==> src/include/frame_writer_defs.svh <==
// Frame writer address and pixel widths, buffer count, frame size limits
`ifndef FRAME_WRITER_DEFS_SVH
`define FRAME_WRITER_DEFS_SVH

// Memory side
`define FW_ADDR_W   32    // Byte address width of the AXI4-Lite port
`define FW_PIX_W    32    // One pixel per data word

// Triple buffering, index wraps 0 1 2 0
`define FW_NUM_BUF  3

// Largest frame the counters can address
`define FW_MAX_W    1280  // Pixels per line, 11 bit width field
`define FW_MAX_H    720   // Lines per frame, 10 bit height and line count

// A frame of FW_MAX_W x FW_MAX_H words needs a 20 bit pixel offset,
// and three such buffers of 4 byte pixels stay well below 4 GB,
// so FW_ADDR_W leaves room for region_base anywhere in low memory

`endif

==> src/design/frame_writer_pkg.sv <==
// Pixel beat, write request and AXI response types of the frame writer
`include "frame_writer_defs.svh"

package frame_writer_pkg;

	// One stream beat after the input register
	typedef struct packed {
		logic [`FW_PIX_W-1:0]  data;  // Pixel word
		logic                  sof;   // tuser, first pixel of a frame
		logic                  eol;   // tlast, last pixel of a line
	} pix_beat_t;

	// One addressed pixel write
	typedef struct packed {
		logic [`FW_ADDR_W-1:0] addr;  // Byte address, word aligned
		logic [`FW_PIX_W-1:0]  data;  // Pixel word
		logic [`FW_ADDR_W-1:0] base;  // Base of the buffer being filled
		logic                  last;  // Closes the frame
	} wr_req_t;

	// AXI write response codes
	typedef enum logic [1:0] {
		OKAY   = 2'b00,
		EXOKAY = 2'b01,
		SLVERR = 2'b10,
		DECERR = 2'b11
	} axi_resp_t;

endpackage

==> src/design/pipe_reg.sv <==
// Valid/ready register slice with skid entry and a type-parameterized payload
`timescale 1ns/1ps

module pipe_reg #(
	parameter type payload_t = logic
) (
	input  logic     clk,
	input  logic     rst_n,
	input  logic     in_valid,
	input  payload_t in_data,
	output logic     in_ready,
	output logic     out_valid,
	output payload_t out_data,
	input  logic     out_ready
);
	logic     skid_valid;    // Skid entry holds an item
	payload_t skid_data;
	logic     in_fire;
	logic     out_free;      // Output slot empty or draining this cycle

	assign in_fire  = in_valid && in_ready;
	assign out_free = !out_valid || out_ready;

	always_ff @(posedge clk or negedge rst_n) begin
		if (!rst_n) begin
			out_valid  <= 1'b0;
			skid_valid <= 1'b0;
			in_ready   <= 1'b0;                   // Opens one cycle after reset
		end else begin
			if (out_free) begin
				out_valid  <= skid_valid || in_fire; // Skid first, keeps order
				skid_valid <= 1'b0;
				in_ready   <= 1'b1;
			end else if (in_fire) begin
				skid_valid <= 1'b1;                 // Output stalled, park the item
				in_ready   <= 1'b0;
			end
		end
	end

	always_ff @(posedge clk) begin
		if (out_free)
			out_data <= skid_valid ? skid_data : in_data;
		if (in_fire && !out_free)
			skid_data <= in_data;
	end

endmodule

==> src/design/frame_addr_gen.sv <==
// Offset, line and buffer counters that turn pixel beats into write requests
`timescale 1ns/1ps
`include "frame_writer_defs.svh"

module frame_addr_gen (
	input  logic                           clk,
	input  logic                           rst_n,
	input  logic [`FW_ADDR_W-1:0]          region_base,
	input  logic [$clog2(`FW_MAX_W+1)-1:0] frame_width,
	input  logic [$clog2(`FW_MAX_H+1)-1:0] frame_height,
	input  logic                           beat_valid,
	input  frame_writer_pkg::pix_beat_t    beat,
	output logic                           beat_ready,
	output logic                           req_valid,
	input  logic                           req_ready,
	output frame_writer_pkg::wr_req_t      req
);
	import frame_writer_pkg::*;

	localparam int AW     = `FW_ADDR_W;
	localparam int OFFS_W = $clog2(`FW_MAX_W * `FW_MAX_H);  // Pixel in frame
	localparam int LINE_W = $clog2(`FW_MAX_H + 1);          // Matches frame_height
	localparam int BUF_W  = $clog2(`FW_NUM_BUF);

	logic [OFFS_W-1:0] offset_q;     // Next pixel offset in the frame
	logic [LINE_W-1:0] line_q;       // Completed lines of the frame
	logic [BUF_W-1:0]  buf_idx;      // Buffer being filled
	logic [AW-1:0]     stride;       // Frame size in bytes
	logic [OFFS_W-1:0] cur_offset;
	logic [LINE_W-1:0] cur_line;
	logic [AW-1:0]     buf_base;
	logic              frame_end;    // Beat closes the last line
	logic              beat_fire;
	logic              frame_idle;   // Between frames, nothing pending

	// Pass-through handshake, the request is combinational from the beat
	assign req_valid  = beat_valid;
	assign beat_ready = req_ready;
	assign beat_fire  = beat_valid && req_ready;

	// tuser restarts the counts, this beat is pixel 0
	assign cur_offset = beat.sof ? '0 : offset_q;
	assign cur_line   = beat.sof ? '0 : line_q;

	assign frame_end  = beat.eol && (cur_line == frame_height - 1'b1);
	assign frame_idle = !beat_valid && (offset_q == '0) && (line_q == '0);

	// region_base + index * stride
	assign buf_base = region_base + AW'(buf_idx) * stride;

	always_comb begin
		req.addr = buf_base + AW'({cur_offset, 2'b00});  // Word address to bytes
		req.data = beat.data;
		req.base = buf_base;
		req.last = frame_end;
	end

	// Stride follows the configuration only between frames
	always_ff @(posedge clk or negedge rst_n) begin
		if (!rst_n)
			stride <= '0;
		else if (frame_idle)
			stride <= AW'(frame_width) * AW'(frame_height) * AW'(4);
	end

	always_ff @(posedge clk or negedge rst_n) begin
		if (!rst_n) begin
			offset_q <= '0;
			line_q   <= '0;
			buf_idx  <= '0;                      // First frame in buffer 0
		end else if (beat_fire) begin
			if (frame_end) begin
				offset_q <= '0;
				line_q   <= '0;
				if (buf_idx == BUF_W'(`FW_NUM_BUF - 1))
					buf_idx <= '0;                 // Wrap after the last buffer
				else
					buf_idx <= buf_idx + 1'b1;
			end else begin
				offset_q <= cur_offset + 1'b1;
				line_q   <= cur_line + LINE_W'(beat.eol);  // Count finished lines
			end
		end
	end

endmodule

==> src/design/axil_write_master.sv <==
// AXI4-Lite single write driver with response check, frame_done and error flag
`timescale 1ns/1ps
`include "frame_writer_defs.svh"

module axil_write_master (
	input  logic                        clk,
	input  logic                        rst_n,
	input  logic                        req_valid,
	input  frame_writer_pkg::wr_req_t   req,
	output logic                        req_ready,
	output logic [`FW_ADDR_W-1:0]       m_axil_awaddr,
	output logic                        m_axil_awvalid,
	input  logic                        m_axil_awready,
	output logic [`FW_PIX_W-1:0]        m_axil_wdata,
	output logic [`FW_PIX_W/8-1:0]      m_axil_wstrb,
	output logic                        m_axil_wvalid,
	input  logic                        m_axil_wready,
	input  frame_writer_pkg::axi_resp_t m_axil_bresp,
	input  logic                        m_axil_bvalid,
	output logic                        m_axil_bready,
	output logic                        frame_done,
	output logic [`FW_ADDR_W-1:0]       done_base,
	output logic                        wr_error
);
	import frame_writer_pkg::*;

	typedef enum logic [1:0] {IDLE, ADDR_DATA, RESP} state_t;

	state_t  state;
	wr_req_t cur_req;         // Write in flight
	logic    in_idle;
	logic    aw_done;         // AW handshake seen
	logic    w_done;          // W handshake seen
	logic    aw_hs;
	logic    w_hs;
	logic    aw_all;          // AW complete, now or earlier
	logic    w_all;
	logic    b_hs;

	assign in_idle   = (state == IDLE);
	assign req_ready = in_idle;           // One outstanding write

	// In IDLE the request drives the bus directly, saving a cycle
	assign m_axil_awvalid = in_idle ? req_valid : (state == ADDR_DATA) && !aw_done;
	assign m_axil_wvalid  = in_idle ? req_valid : (state == ADDR_DATA) && !w_done;
	assign m_axil_awaddr  = in_idle ? req.addr : cur_req.addr;
	assign m_axil_wdata   = in_idle ? req.data : cur_req.data;
	assign m_axil_wstrb   = '1;           // Full words only
	assign m_axil_bready  = (state == RESP);

	assign aw_hs  = m_axil_awvalid && m_axil_awready;
	assign w_hs   = m_axil_wvalid && m_axil_wready;
	assign aw_all = aw_done || aw_hs;
	assign w_all  = w_done || w_hs;
	assign b_hs   = m_axil_bvalid && m_axil_bready;

	always_ff @(posedge clk or negedge rst_n) begin
		if (!rst_n) begin
			state      <= IDLE;
			aw_done    <= 1'b0;
			w_done     <= 1'b0;
			frame_done <= 1'b0;
			done_base  <= '0;
			wr_error   <= 1'b0;
		end else begin
			frame_done <= b_hs && cur_req.last;  // One cycle pulse
			if (b_hs && cur_req.last)
				done_base <= cur_req.base;
			if (b_hs && m_axil_bresp != OKAY)
				wr_error <= 1'b1;                  // Sticky until reset
			case (state)
				IDLE: if (req_valid) begin
					aw_done <= aw_hs;
					w_done  <= w_hs;
					state   <= (aw_hs && w_hs) ? RESP : ADDR_DATA;
				end
				ADDR_DATA: if (aw_all && w_all) begin
					aw_done <= 1'b0;
					w_done  <= 1'b0;
					state   <= RESP;
				end else begin
					aw_done <= aw_all;
					w_done  <= w_all;
				end
				RESP: if (b_hs) state <= IDLE;
				default: state <= IDLE;
			endcase
		end
	end

	always_ff @(posedge clk) begin
		if (req_valid && req_ready)
			cur_req <= req;                      // Holds the bus after IDLE
	end

endmodule

==> src/design/frame_writer_top.sv <==
// Frame writer top with stream sink, register stages and AXI4-Lite master
`timescale 1ns/1ps
`include "frame_writer_defs.svh"

module frame_writer_top (
	input  logic                           clk,
	input  logic                           rst_n,
	input  logic [`FW_PIX_W-1:0]           s_axis_tdata,
	input  logic                           s_axis_tvalid,
	output logic                           s_axis_tready,
	input  logic                           s_axis_tlast,
	input  logic                           s_axis_tuser,
	output logic [`FW_ADDR_W-1:0]          m_axil_awaddr,
	output logic                           m_axil_awvalid,
	input  logic                           m_axil_awready,
	output logic [`FW_PIX_W-1:0]           m_axil_wdata,
	output logic [`FW_PIX_W/8-1:0]         m_axil_wstrb,
	output logic                           m_axil_wvalid,
	input  logic                           m_axil_wready,
	input  logic [1:0]                     m_axil_bresp,
	input  logic                           m_axil_bvalid,
	output logic                           m_axil_bready,
	input  logic [`FW_ADDR_W-1:0]          region_base,
	input  logic [$clog2(`FW_MAX_W+1)-1:0] frame_width,
	input  logic [$clog2(`FW_MAX_H+1)-1:0] frame_height,
	output logic                           frame_done,
	output logic [`FW_ADDR_W-1:0]          done_base,
	output logic                           wr_error
);
	import frame_writer_pkg::*;

	pix_beat_t in_beat;         // Stream word with its flags
	pix_beat_t beat;            // Registered beat
	logic      beat_valid;
	logic      beat_ready;
	wr_req_t   gen_req;         // Addressed request, before its register
	logic      gen_valid;
	logic      gen_ready;
	wr_req_t   req;             // Registered request into the master
	logic      req_valid;
	logic      req_ready;

	assign in_beat = '{data: s_axis_tdata, sof: s_axis_tuser, eol: s_axis_tlast};

	pipe_reg #(.payload_t(pix_beat_t)) i_in_stage (
		.clk(clk), .rst_n(rst_n),
		.in_valid(s_axis_tvalid), .in_data(in_beat), .in_ready(s_axis_tready),
		.out_valid(beat_valid), .out_data(beat), .out_ready(beat_ready)
	);

	frame_addr_gen i_addr_gen (
		.clk(clk), .rst_n(rst_n),
		.region_base(region_base), .frame_width(frame_width), .frame_height(frame_height),
		.beat_valid(beat_valid), .beat(beat), .beat_ready(beat_ready),
		.req_valid(gen_valid), .req_ready(gen_ready), .req(gen_req)
	);

	pipe_reg #(.payload_t(wr_req_t)) i_req_stage (
		.clk(clk), .rst_n(rst_n),
		.in_valid(gen_valid), .in_data(gen_req), .in_ready(gen_ready),
		.out_valid(req_valid), .out_data(req), .out_ready(req_ready)
	);

	axil_write_master i_wr_master (
		.clk(clk), .rst_n(rst_n),
		.req_valid(req_valid), .req(req), .req_ready(req_ready),
		.m_axil_awaddr(m_axil_awaddr), .m_axil_awvalid(m_axil_awvalid),
		.m_axil_awready(m_axil_awready),
		.m_axil_wdata(m_axil_wdata), .m_axil_wstrb(m_axil_wstrb),
		.m_axil_wvalid(m_axil_wvalid), .m_axil_wready(m_axil_wready),
		.m_axil_bresp(axi_resp_t'(m_axil_bresp)),   // Raw code to enum
		.m_axil_bvalid(m_axil_bvalid), .m_axil_bready(m_axil_bready),
		.frame_done(frame_done), .done_base(done_base), .wr_error(wr_error)
	);

endmodule

==> config.mk <==
export PLATFORM = sky130hd
export DESIGN_NAME = frame_writer_top
export DESIGN_NICKNAME = d
export VERILOG_FILES = /design/src/design/frame_writer_pkg.sv /design/src/design/pipe_reg.sv /design/src/design/frame_addr_gen.sv /design/src/design/axil_write_master.sv /design/src/design/frame_writer_top.sv
export VERILOG_INCLUDE_DIRS = /design/src /design/src/include
export SDC_FILE = /design/constraint.sdc
export NUM_CORES = 1
export LEC_CHECK = 0
export BUFFER_PORTS_ARGS = -buffer_cell sky130_fd_sc_hd__buf_2
export CAP_MARGIN = 20
export CORE_ASPECT_RATIO = 1.1
export CORE_MARGIN = 1
export CORE_UTILIZATION = 25
export DETAILED_ROUTE_END_ITERATION = 16
export HOLD_SLACK_MARGIN = 0.06
export SYNTH_ARGS = -nofsm -noshare
export SYNTH_HDL_FRONTEND = slang
export SYNTH_SLANG_ARGS = --single-unit
export TNS_END_PERCENT = 10
==> constraint.sdc <==
create_clock -name clk -period 16.3 [get_ports clk]
set_input_delay 2.445 -clock clk [delete_from_list [all_inputs] [get_ports clk]]
set_output_delay 2.445 -clock clk [all_outputs]
set_load 0.01 [all_outputs]
Word level (Yosys, flattened, before mapping)
Cells that the tools add are included.
Operators by class
  $add $sub $neg: 6
  multiply operators: 2
  eq/ne operators: 7
  muxes and demuxes: 30
  reduce and logical (&&, ||, !) cells: 39
Operators by type and width (count)
  $mux 97: 1
  $mux 32: 2
  $mux 20: 2
  $mux 34: 1
  $add 32x22->32: 1
  $add 32x32->32: 1
  $mul 2x21->23: 1
  $mul 11x10->21: 1
  $add 20x1->20 const B: 1
  $logic_not 20->1: 1
  $mux 10: 2
  $logic_and 1x1->1: 17
  $mux 1: 14
  $add 10x1->10: 1
  $eq 10x10->1: 1
  $logic_not 10->1: 1
  $mux 2: 5
  $sub 10x1->10 const B: 1
  $reduce_bool 2->1: 4
  $logic_not 1->1: 6
  $logic_or 1x1->1: 6
  $pmux 2 s3: 1
  $eq 2x2->1 const B: 2
  $ne 2x2->1 const B: 2
  other kinds (7): 9
Word-level totals
  register bits after elaboration: 456
  input bits: 95
  output and inout bits: 106
  logic and storage cells: 118

Depth between registers and ports, before layout
Gate-level depths: netlist of run 1.
  depth after elaboration: 8
  depth in mapped cells: 30
  depth with buffers taken out: 28

Hierarchy
Synthesis of run 1 repeated with hierarchy kept, for this count alone.
Second synthesis, totals
  cell total of the unflattened synthesis: 1972
  area total of the unflattened synthesis: 25481.9 sq um
By module, submodules not included
  frame_addr_gen: times used 1, cells each 1267, area each 10341.2 sq um, sequential area each 1326.3 sq um
  pipe_reg at i_req_stage: times used 1, cells each 313, area each 7181.9 sq um, sequential area each 5900.7 sq um
  axil_write_master: times used 1, cells each 275, area each 5241.3 sq um, sequential area each 3863.7 sq um
  pipe_reg at i_in_stage: times used 1, cells each 117, area each 2717.6 sq um, sequential area each 2117.0 sq um

Least setup slack after synthesis of run 1
No wires, ideal clock.
  path kind: register to register
  start: register i_wr_master.state[0]
  end: register i_req_stage.skid_data[0] in the netlist's numbering, enable pin
  library setup time: 1.282 ns
  arrival time: 10.628 ns
  data required time: 15.018 ns
  path slack: 4.390 ns
  cell stages (with the launch flop): 4
  path buffers: 1
  clock period less this slack: 11.910 ns
  path through: dfrtp_1 clkbuf_1 o21ai_1 nor2_1
On the way
  longest elaborated chain between the ends: 4
RTL lines
  start: declaration: RTL line axil_write_master.sv:29  | state_t state;
  start signal: assignment: RTL line axil_write_master.sv:75  | state <= (aw_hs && w_hs) ? RESP : ADDR_DATA;
  $logic_not 2->1: RTL line axil_write_master.sv:40  | assign in_idle = (state == IDLE);
  $logic_or 1x1->1: RTL line pipe_reg.sv:22  | assign out_free = !out_valid || out_ready;
  via i_req_stage.out_free: RTL line pipe_reg.sv:19  | logic out_free;
  $logic_not 1->1: RTL line pipe_reg.sv:44  | if (in_fire && !out_free)
  $logic_and 1x1->1: RTL line pipe_reg.sv:44
  end signal: assignment: RTL line pipe_reg.sv:45  | skid_data <= in_data;
  end: declaration: RTL line pipe_reg.sv:17  | payload_t skid_data;
The timed path passes the listed nets, and every way through them passes these cells.
A chain may end at the register's enable or synchronous reset.

==> results of run 1 <==
metal layers:
metal | track usage [%] | vias up
met2 | 19.2 | 316
met4 | 3.39 | 2
li1 | - | 7738
met5 | 0 | -
met3 | 1.78 | 68
met1 | 16.1 | 7741
worst max-delay path, delay by kind of cell (launching register included):
kind / cells / cell delay [ps]
compound gates: 12 / 2690
xor+xnor: 3 / 620
fa+ha+maj: 4 / 1350
flops: 1 / 590
mux: 1 / 290
simple gates: 8 / 1510
registers in the layout, summed over array words and instances, names as in the netlist, 2 cells and up:
signal,cells
i_addr_gen.buf_idx,2
i_addr_gen.line_q,10
i_addr_gen.offset_q,20
i_addr_gen.stride,21
i_in_stage.out_data,34
i_in_stage.skid_data,34
i_req_stage.out_data,95
i_req_stage.skid_data,95
i_wr_master.cur_req,95
i_wr_master.done_base,32
i_wr_master.state,2
power breakdown:
| part | internal [mW] | switching, mW |
|---|---|---|
| sequential | 1.94 | 0.198 |
| clock | 0.667 | 0.478 |
| combinational | 0.937 | 1.38 |
| total | 3.55 | 2.05 |
logic make-up (layout without fill, tap and decap cells):
group                    Yosys count  after routing
flip-flops                       450            450
buffers and inverters            189            407
adder cells (fa/ha/maj)          198            198
XOR/XNOR                          90             90
other                              1              6
AO/OA/AOI/OAI                    308            308
multiplexers                     186            186
AND/OR/NAND/NOR                  643            643
cells in the mapped netlist, types with 40 or more instances:
cell | number | area, um^2
edfxtp_1 | 353 | 10600
nand2_1 | 265 | 995
mux2_2 | 185 | 2080
ha_1 | 125 | 1560
inv_1 | 102 | 383
and2_1 | 98 | 613
dfrtp_1 | 97 | 2430
nor2_1 | 84 | 315
a21oi_1 | 77 | 385
o21ai_0 | 76 | 380
fa_1 | 73 | 1460
xnor2_1 | 65 | 569
clkbuf_1 | 61 | 229
nor2b_1 | 40 | 250
cell type report:
class	count	area, um^2	share of cell area, %
tap	1281	1600	5.54
antenna	2	5.00	0.0173
timing repair buffer	216	1150	3.96
clock inverter	32	385	1.33
clock buffer	56	1250	4.32
multi-input combinational	1429	11100	38.5
sequential	450	13000	45.0
inverter	103	387	1.34
how the worst max path moves through the flow:
stage | to | slack (ps)
floorplan | i_req_stage.skid_data[0]$_DFFE_PP_ | 4390
global placement | i_addr_gen.stride[22]$_DFFE_PN0P_ | 8510
detailed placement | i_addr_gen.stride[22]$_DFFE_PN0P_ | 8460
CTS | i_req_stage.out_data[90]$_DFFE_PN_ | 9040
global route | i_req_stage.out_data[90]$_DFFE_PN_ | 8570
finish | i_req_stage.out_data[90]$_DFFE_PN_ | 8960
==> results.json, run 1 <==
{
  "run_status": "complete, no violations",
  "setup_viol": 0,
  "synth.area.mux_share_pct": 8.42,
  "grt_pass1_wl_um": 93100,
  "pin_count": 201,
  "tritoncts": "done",
  "worstHoldEndpoint": "i_wr_master.cur_req[4]$_DFFE_PP_",
  "cts_buffer_depth": 3,
  "path_class": "flip-flop to flip-flop",
  "drive_gt1_share_pct": 22.2,
  "cp_max_fo": 24,
  "worstHoldStart": "i_req_stage.out_data[4]$_DFFE_PN_",
  "viasPerCell": 4.45,
  "synthSimpleGateAreaFrac_pct": 12.7,
  "place_ws_ps": 8460,
  "synthDistinctLibCells": 79,
  "route.detailed.wl_per_inst_um": 16.8,
  "final_common_cell": "edfxtp_1",
  "wl_met1_um": 27800,
  "ctsHoldBuffers": 0,
  "async_reset_ff_share_pct": 21.6,
  "layout_common_cells": "353 x edfxtp_1, 265 x nand2_1, 195 x buf_2",
  "syn_area_per_cell_um2": 12.0,
  "whs_ps": 414,
  "wl_met3_um": 3020,
  "stdcell_count": 3569,
  "nNetsFinal": 2540,
  "grt_max_degree": 66,
  "ff2ff_setup_slack_ps": 8960,
  "total_power_mw": 5.60,
  "slew_viol_final": 0,
  "hold_class": "flip-flop to flip-flop",
  "min_period_ps": 7340,
  "htreeDepth": 2,
  "p_per_area_nw_per_um2": 193,
  "max_clock_freq_mhz": 136,
  "routabilityCongestion": 0.847,
  "r2r_end": "i_req_stage.out_data[90]$_DFFE_PN_",
  "cpMaxStageDelayCell": "dfrtp_1",
  "drt_first_pass_iters": 5,
  "n_fill_cell": 10000,
  "max_stage_delay_ps": 590,
  "antenna_found_initial": 5,
  "synth-main-ff-cell": "edfxtp_1",
  "synth_cells": 2065,
  "final_util_pct": 29.6,
  "syn2layout_area_growth_pct": 16.3,
  "ant_nets": 0,
  "route.detailed.drc": 0,
  "hpwl_um": 42900,
  "hold_viol_final": 0,
  "final_area_um2": 28900,
  "portBuffers": 196,
  "cts.sinks": 450,
  "synthAdderAreaFrac_pct": 12.2,
  "finalWorstSetupSlack_ps": 8960,
  "max-slew-margin-rel_pct": 33.9,
  "grt_pass1_vias": 15900,
  "top_layer_used": "met5",
  "finalSetupTns_ps": 0,
  "drv_cap": 0,
  "start_util_pct": 25.4,
  "wl_um": 59800,
  "core_um2": 97900,
  "crit_path_end_kind": "flip-flop",
  "placed_cell_area_um2": 27300,
  "path_common_cell": "ha_1",
  "path_clk_slew_ps": 70,
  "grt_overflow": 0,
  "rsz0062_at_grt": "false",
  "seq_area_frac_synth_pct": 52.4,
  "grtUsageTotal_pct": 11.8,
  "vias": 15900,
  "rows": 120,
  "synth-xor-area-share_pct": 3.22,
  "reg2reg_depth": 28,
  "post_cts_buffers": 0,
  "crit_required_ps": 16640,
  "worst_slew_pin_slew_ps": 991,
  "start_kind": "flip-flop",
  "hold_depth": 0,
  "design.die.area_um2": 101000,
  "synth_top_family_by_area": "simple AND/OR/NAND/NOR gates",
  "finalClockSkew_ps": 37.9,
  "synth_edf_count": 353,
  "cts_buffers": 47,
  "crit_arrival_ps": 7680,
  "drt-initial-drc-count": 774,
  "rr_startpoint": "i_addr_gen.buf_idx[0]$_DFFE_PN0P_",
  "peakVddDrop_uv": 92.5,
  "p_leak_nw": 11.8,
  "crit_start": "i_addr_gen.buf_idx[0]$_DFFE_PN0P_",
  "met2_length_um": 27700,
  "ys_ff_latch": 450,
  "min_period_over_period_pct": 45.1,
  "die_x_um": 303,
  "synth_compound_area_share_pct": 8.07,
  "cts_root_buf": "clkbuf_16",
  "place_inst": 3478,
  "syn_area_um2": 24900,
  "insertion_delay_ps": 610,
  "post_cts_resized": 0,
  "ys_warn_count": 0,
  "die_h_um": 333
}
Power figures use the tool's default switching activity.
==> run 2, diff against run 1 <==
- ABC_AREA: unset -> 1
- clock period: 16.3 -> 6.2 ns (I/O delays scaled with it)
==> run 2 against run 1 <==
Net effect:
- first-iteration DRC count rose by 47%
- largest cell class unchanged
- synthesized cell count rose by 39%
- utilization barely moved
- combinational power rose by 110%
- non-clock buffer count rose by 4
- critical path type unchanged
- routed wire length rose by 14%
- cell count rose by 25%
==> results.json, run 2 <==
{
  "hold_viol_final": 0,
  "route.detailed.wl_per_inst_um": 15.3,
  "htreeDepth": 2,
  "seq_area_frac_synth_pct": 50.0,
  "drt_first_pass_iters": 5,
  "drive_gt1_share_pct": 12.7,
  "p_per_area_nw_per_um2": 447,
  "route.detailed.drc": 0,
  "rows": 123,
  "ys_warn_count": 0,
  "grt_pass1_vias": 18900,
  "crit_arrival_ps": 6130,
  "vias": 19100,
  "max_stage_delay_ps": 440,
  "synth-main-ff-cell": "edfxtp_1",
  "synth_cells": 2874,
  "grt_pass1_wl_um": 106000,
  "crit_path_end_kind": "flip-flop",
  "ys_ff_latch": 450,
  "antenna_found_initial": 5,
  "synthMostInstantiatedCell": "nand2_1",
  "total_power_mw": 13.6,
  "cpMaxStageDelayCell": "xor2_1",
  "min_period_over_period_pct": 93.2,
  "pin_count": 201,
  "viasPerCell": 4.27,
  "crit_required_ps": 6550,
  "cts_buffer_depth": 3,
  "wl_um": 68400,
  "setup_viol": 0,
  "routabilityCongestion": 0.895,
  "start_kind": "flip-flop",
  "synthDistinctLibCells": 49,
  "seq_area_um2": 13000,
  "run_status": "complete, no violations",
  "drv_cap": 0,
  "min_period_ps": 5780,
  "cts.sinks": 450,
  "design.die.area_um2": 105000,
  "die_x_um": 310,
  "n_fill_cell": 11000,
  "portBuffers": 196,
  "p_leak_nw": 14.4,
  "path_common_cell": "nand2_1",
  "multi_input_area_um2": 11300,
  "syn_area_um2": 26000,
  "max_clock_freq_mhz": 173,
  "hold_class": "input pin to async pin",
  "rsz0062_at_grt": "false",
  "grtUsageTotal_pct": 12.8,
  "place_ws_ps": 174,
  "hpwl_um": 50900,
  "syn_area_per_cell_um2": 9.06,
  "synth_edf_count": 353,
  "ant_nets": 0,
  "core_um2": 103000,
  "ctsHoldBuffers": 0,
  "reg.largest.list": "i_req_stage.out_data x95, i_req_stage.skid_data x95, i_wr_master.cur_req x95",
  "start_util_pct": 25.3,
  "drt-initial-drc-count": 1139,
  "path_class": "flip-flop to flip-flop",
  "finalWorstSetupSlack_ps": 421,
  "final_common_cell": "nand2_1",
  "max-slew-margin-rel_pct": 36.0,
  "layout_common_cells": "1064 x nand2_1, 364 x inv_1, 353 x edfxtp_1",
  "async_reset_ff_share_pct": 21.6,
  "path_clk_slew_ps": 60,
  "synth_top_cell_area_share_pct": 40.7,
  "peakVddDrop_uv": 235,
  "post_cts_buffers": 0,
  "grt_max_degree": 79,
  "syn2layout_area_growth_pct": 16.8,
  "post_cts_resized": 0,
  "final_util_pct": 29.6,
  "die_h_um": 340,
  "insertion_delay_ps": 610,
  "synth_common_cells": "1064 x nand2_1, 366 x inv_1, 353 x edfxtp_1",
  "yosysTopAreaCell": "edfxtp_1",
  "finalClockSkew_ps": 21.2,
  "tritoncts": "done",
  "grt_overflow": 0,
  "cts_root_buf": "clkbuf_16",
  "synth.area.top_cells": "edfxtp_1 41%, nand2_1 15%, dfrtp_1 9.3%",
  "nNetsFinal": 3353,
  "cp_max_fo": 20,
  "cts_buffers": 51,
  "slew_viol_final": 0,
  "worst_slew_pin_slew_ps": 959
}
## run 2: cell count changes in the layout (fill, tap and decap cells not counted), sizes merged, moves of 28 or more
| cell | previous run | this run |
|---|---|---|
| nand3 | 36 | 100 |
| and2 | 100 | 11 |
| nand2 | 265 | 1067 |
| inv | 107 | 380 |
| nor2b | 41 | 0 |
| a21o | 32 | 4 |
| nor2 | 84 | 151 |
| xor2 | 24 | 64 |
| mux2 | 185 | 34 |
## run 2: metrics by stage
step                TNS (ps)  instances  hold slack (ps)  instance area [um^2]
global route               0       4478              382                 30400
detailed placement         0       4380              405                 28600
floorplan             -61230       2877              400                 26000
CTS                        0       4474              352                 30300
global placement           0       4379              402                 28600
finish                     0       4478              360                 30400
## run 2: power by group
part | switching (mW) | internal (mW) | leakage (nW)
combinational | 3.33 | 1.55 | 8.96
clock | 1.30 | 1.80 | 0.856
sequential | 0.561 | 5.04 | 4.61
## run 2: final cells by class
cell class                      count  area share, %
Antenna cell                        2         0.0165
Clock buffer                       63           4.65
Clock inverter                     31           1.03
Inverter                          375           4.64
Multi-Input combinational cell   1962           37.1
Sequential cell                   450           42.9
Tap cell                         1375           5.66
Timing Repair Buffer              220           4.00
## run 2: metal layers
layer  wire (um)  vias up  share of wire, %  GRT usage (%)
li1            -     9601                 -              -
met1       29600     9106                43           16.0
met2       34600      309                51           22.6
met3        2090      103               3.1           1.50
met4        2090        0               3.1           4.51
met5           0        -                 0              0
## run 2: worst paths after layout
| check | startpoint | endpoint | slack (ps) | cells past startpoint |
|---|---|---|---|---|
| setup / recovery | i_addr_gen.buf_idx[1]$_DFFE_PN0P_ | i_req_stage.out_data[90]$_DFFE_PN_ | 420 | 30 |
| hold / removal | rst_n | i_wr_master.done_base[26]$_DFFE_PN0P_ | 360 | 1 |
| setup reg to reg | i_addr_gen.buf_idx[1]$_DFFE_PN0P_ | i_req_stage.out_data[90]$_DFFE_PN_ | 420 | 30 |
| hold reg to reg | i_req_stage.out_data[26]$_DFFE_PN_ | i_wr_master.cur_req[26]$_DFFE_PP_ | 410 | 0 |
| max in group asynchronous | rst_n | i_addr_gen.stride[15]$_DFFE_PN0P_ | 4560 | 2 |
| min in group clk | i_req_stage.out_data[26]$_DFFE_PN_ | i_wr_master.cur_req[26]$_DFFE_PP_ | 410 | 0 |
## run 2: cell families (layout without fill, tap and decap cells)
kind of cell    count (synthesis)  in the layout  synth area share, %
xor+xnor                      104            104                 3.53
simple gates                 1392           1392                 21.7
mux                            34             34                 1.47
flops                         450            450                 50.0
other cells                     1              6               0.0144
fa+ha+maj                     198            198                 11.6
compound gates                230            230                 4.70
buf+inv                       465            689                 6.88
## run 2: worst max-delay path, delay by kind of cell (launching register included)
kind / cells / cell delay, ps
XOR/XNOR: 2 / 560
flip-flops: 1 / 420
AND/OR/NAND/NOR: 18 / 2310
adder cells (fa/ha/maj): 3 / 1020
AO/OA/AOI/OAI: 4 / 890
buffers and inverters: 3 / 320
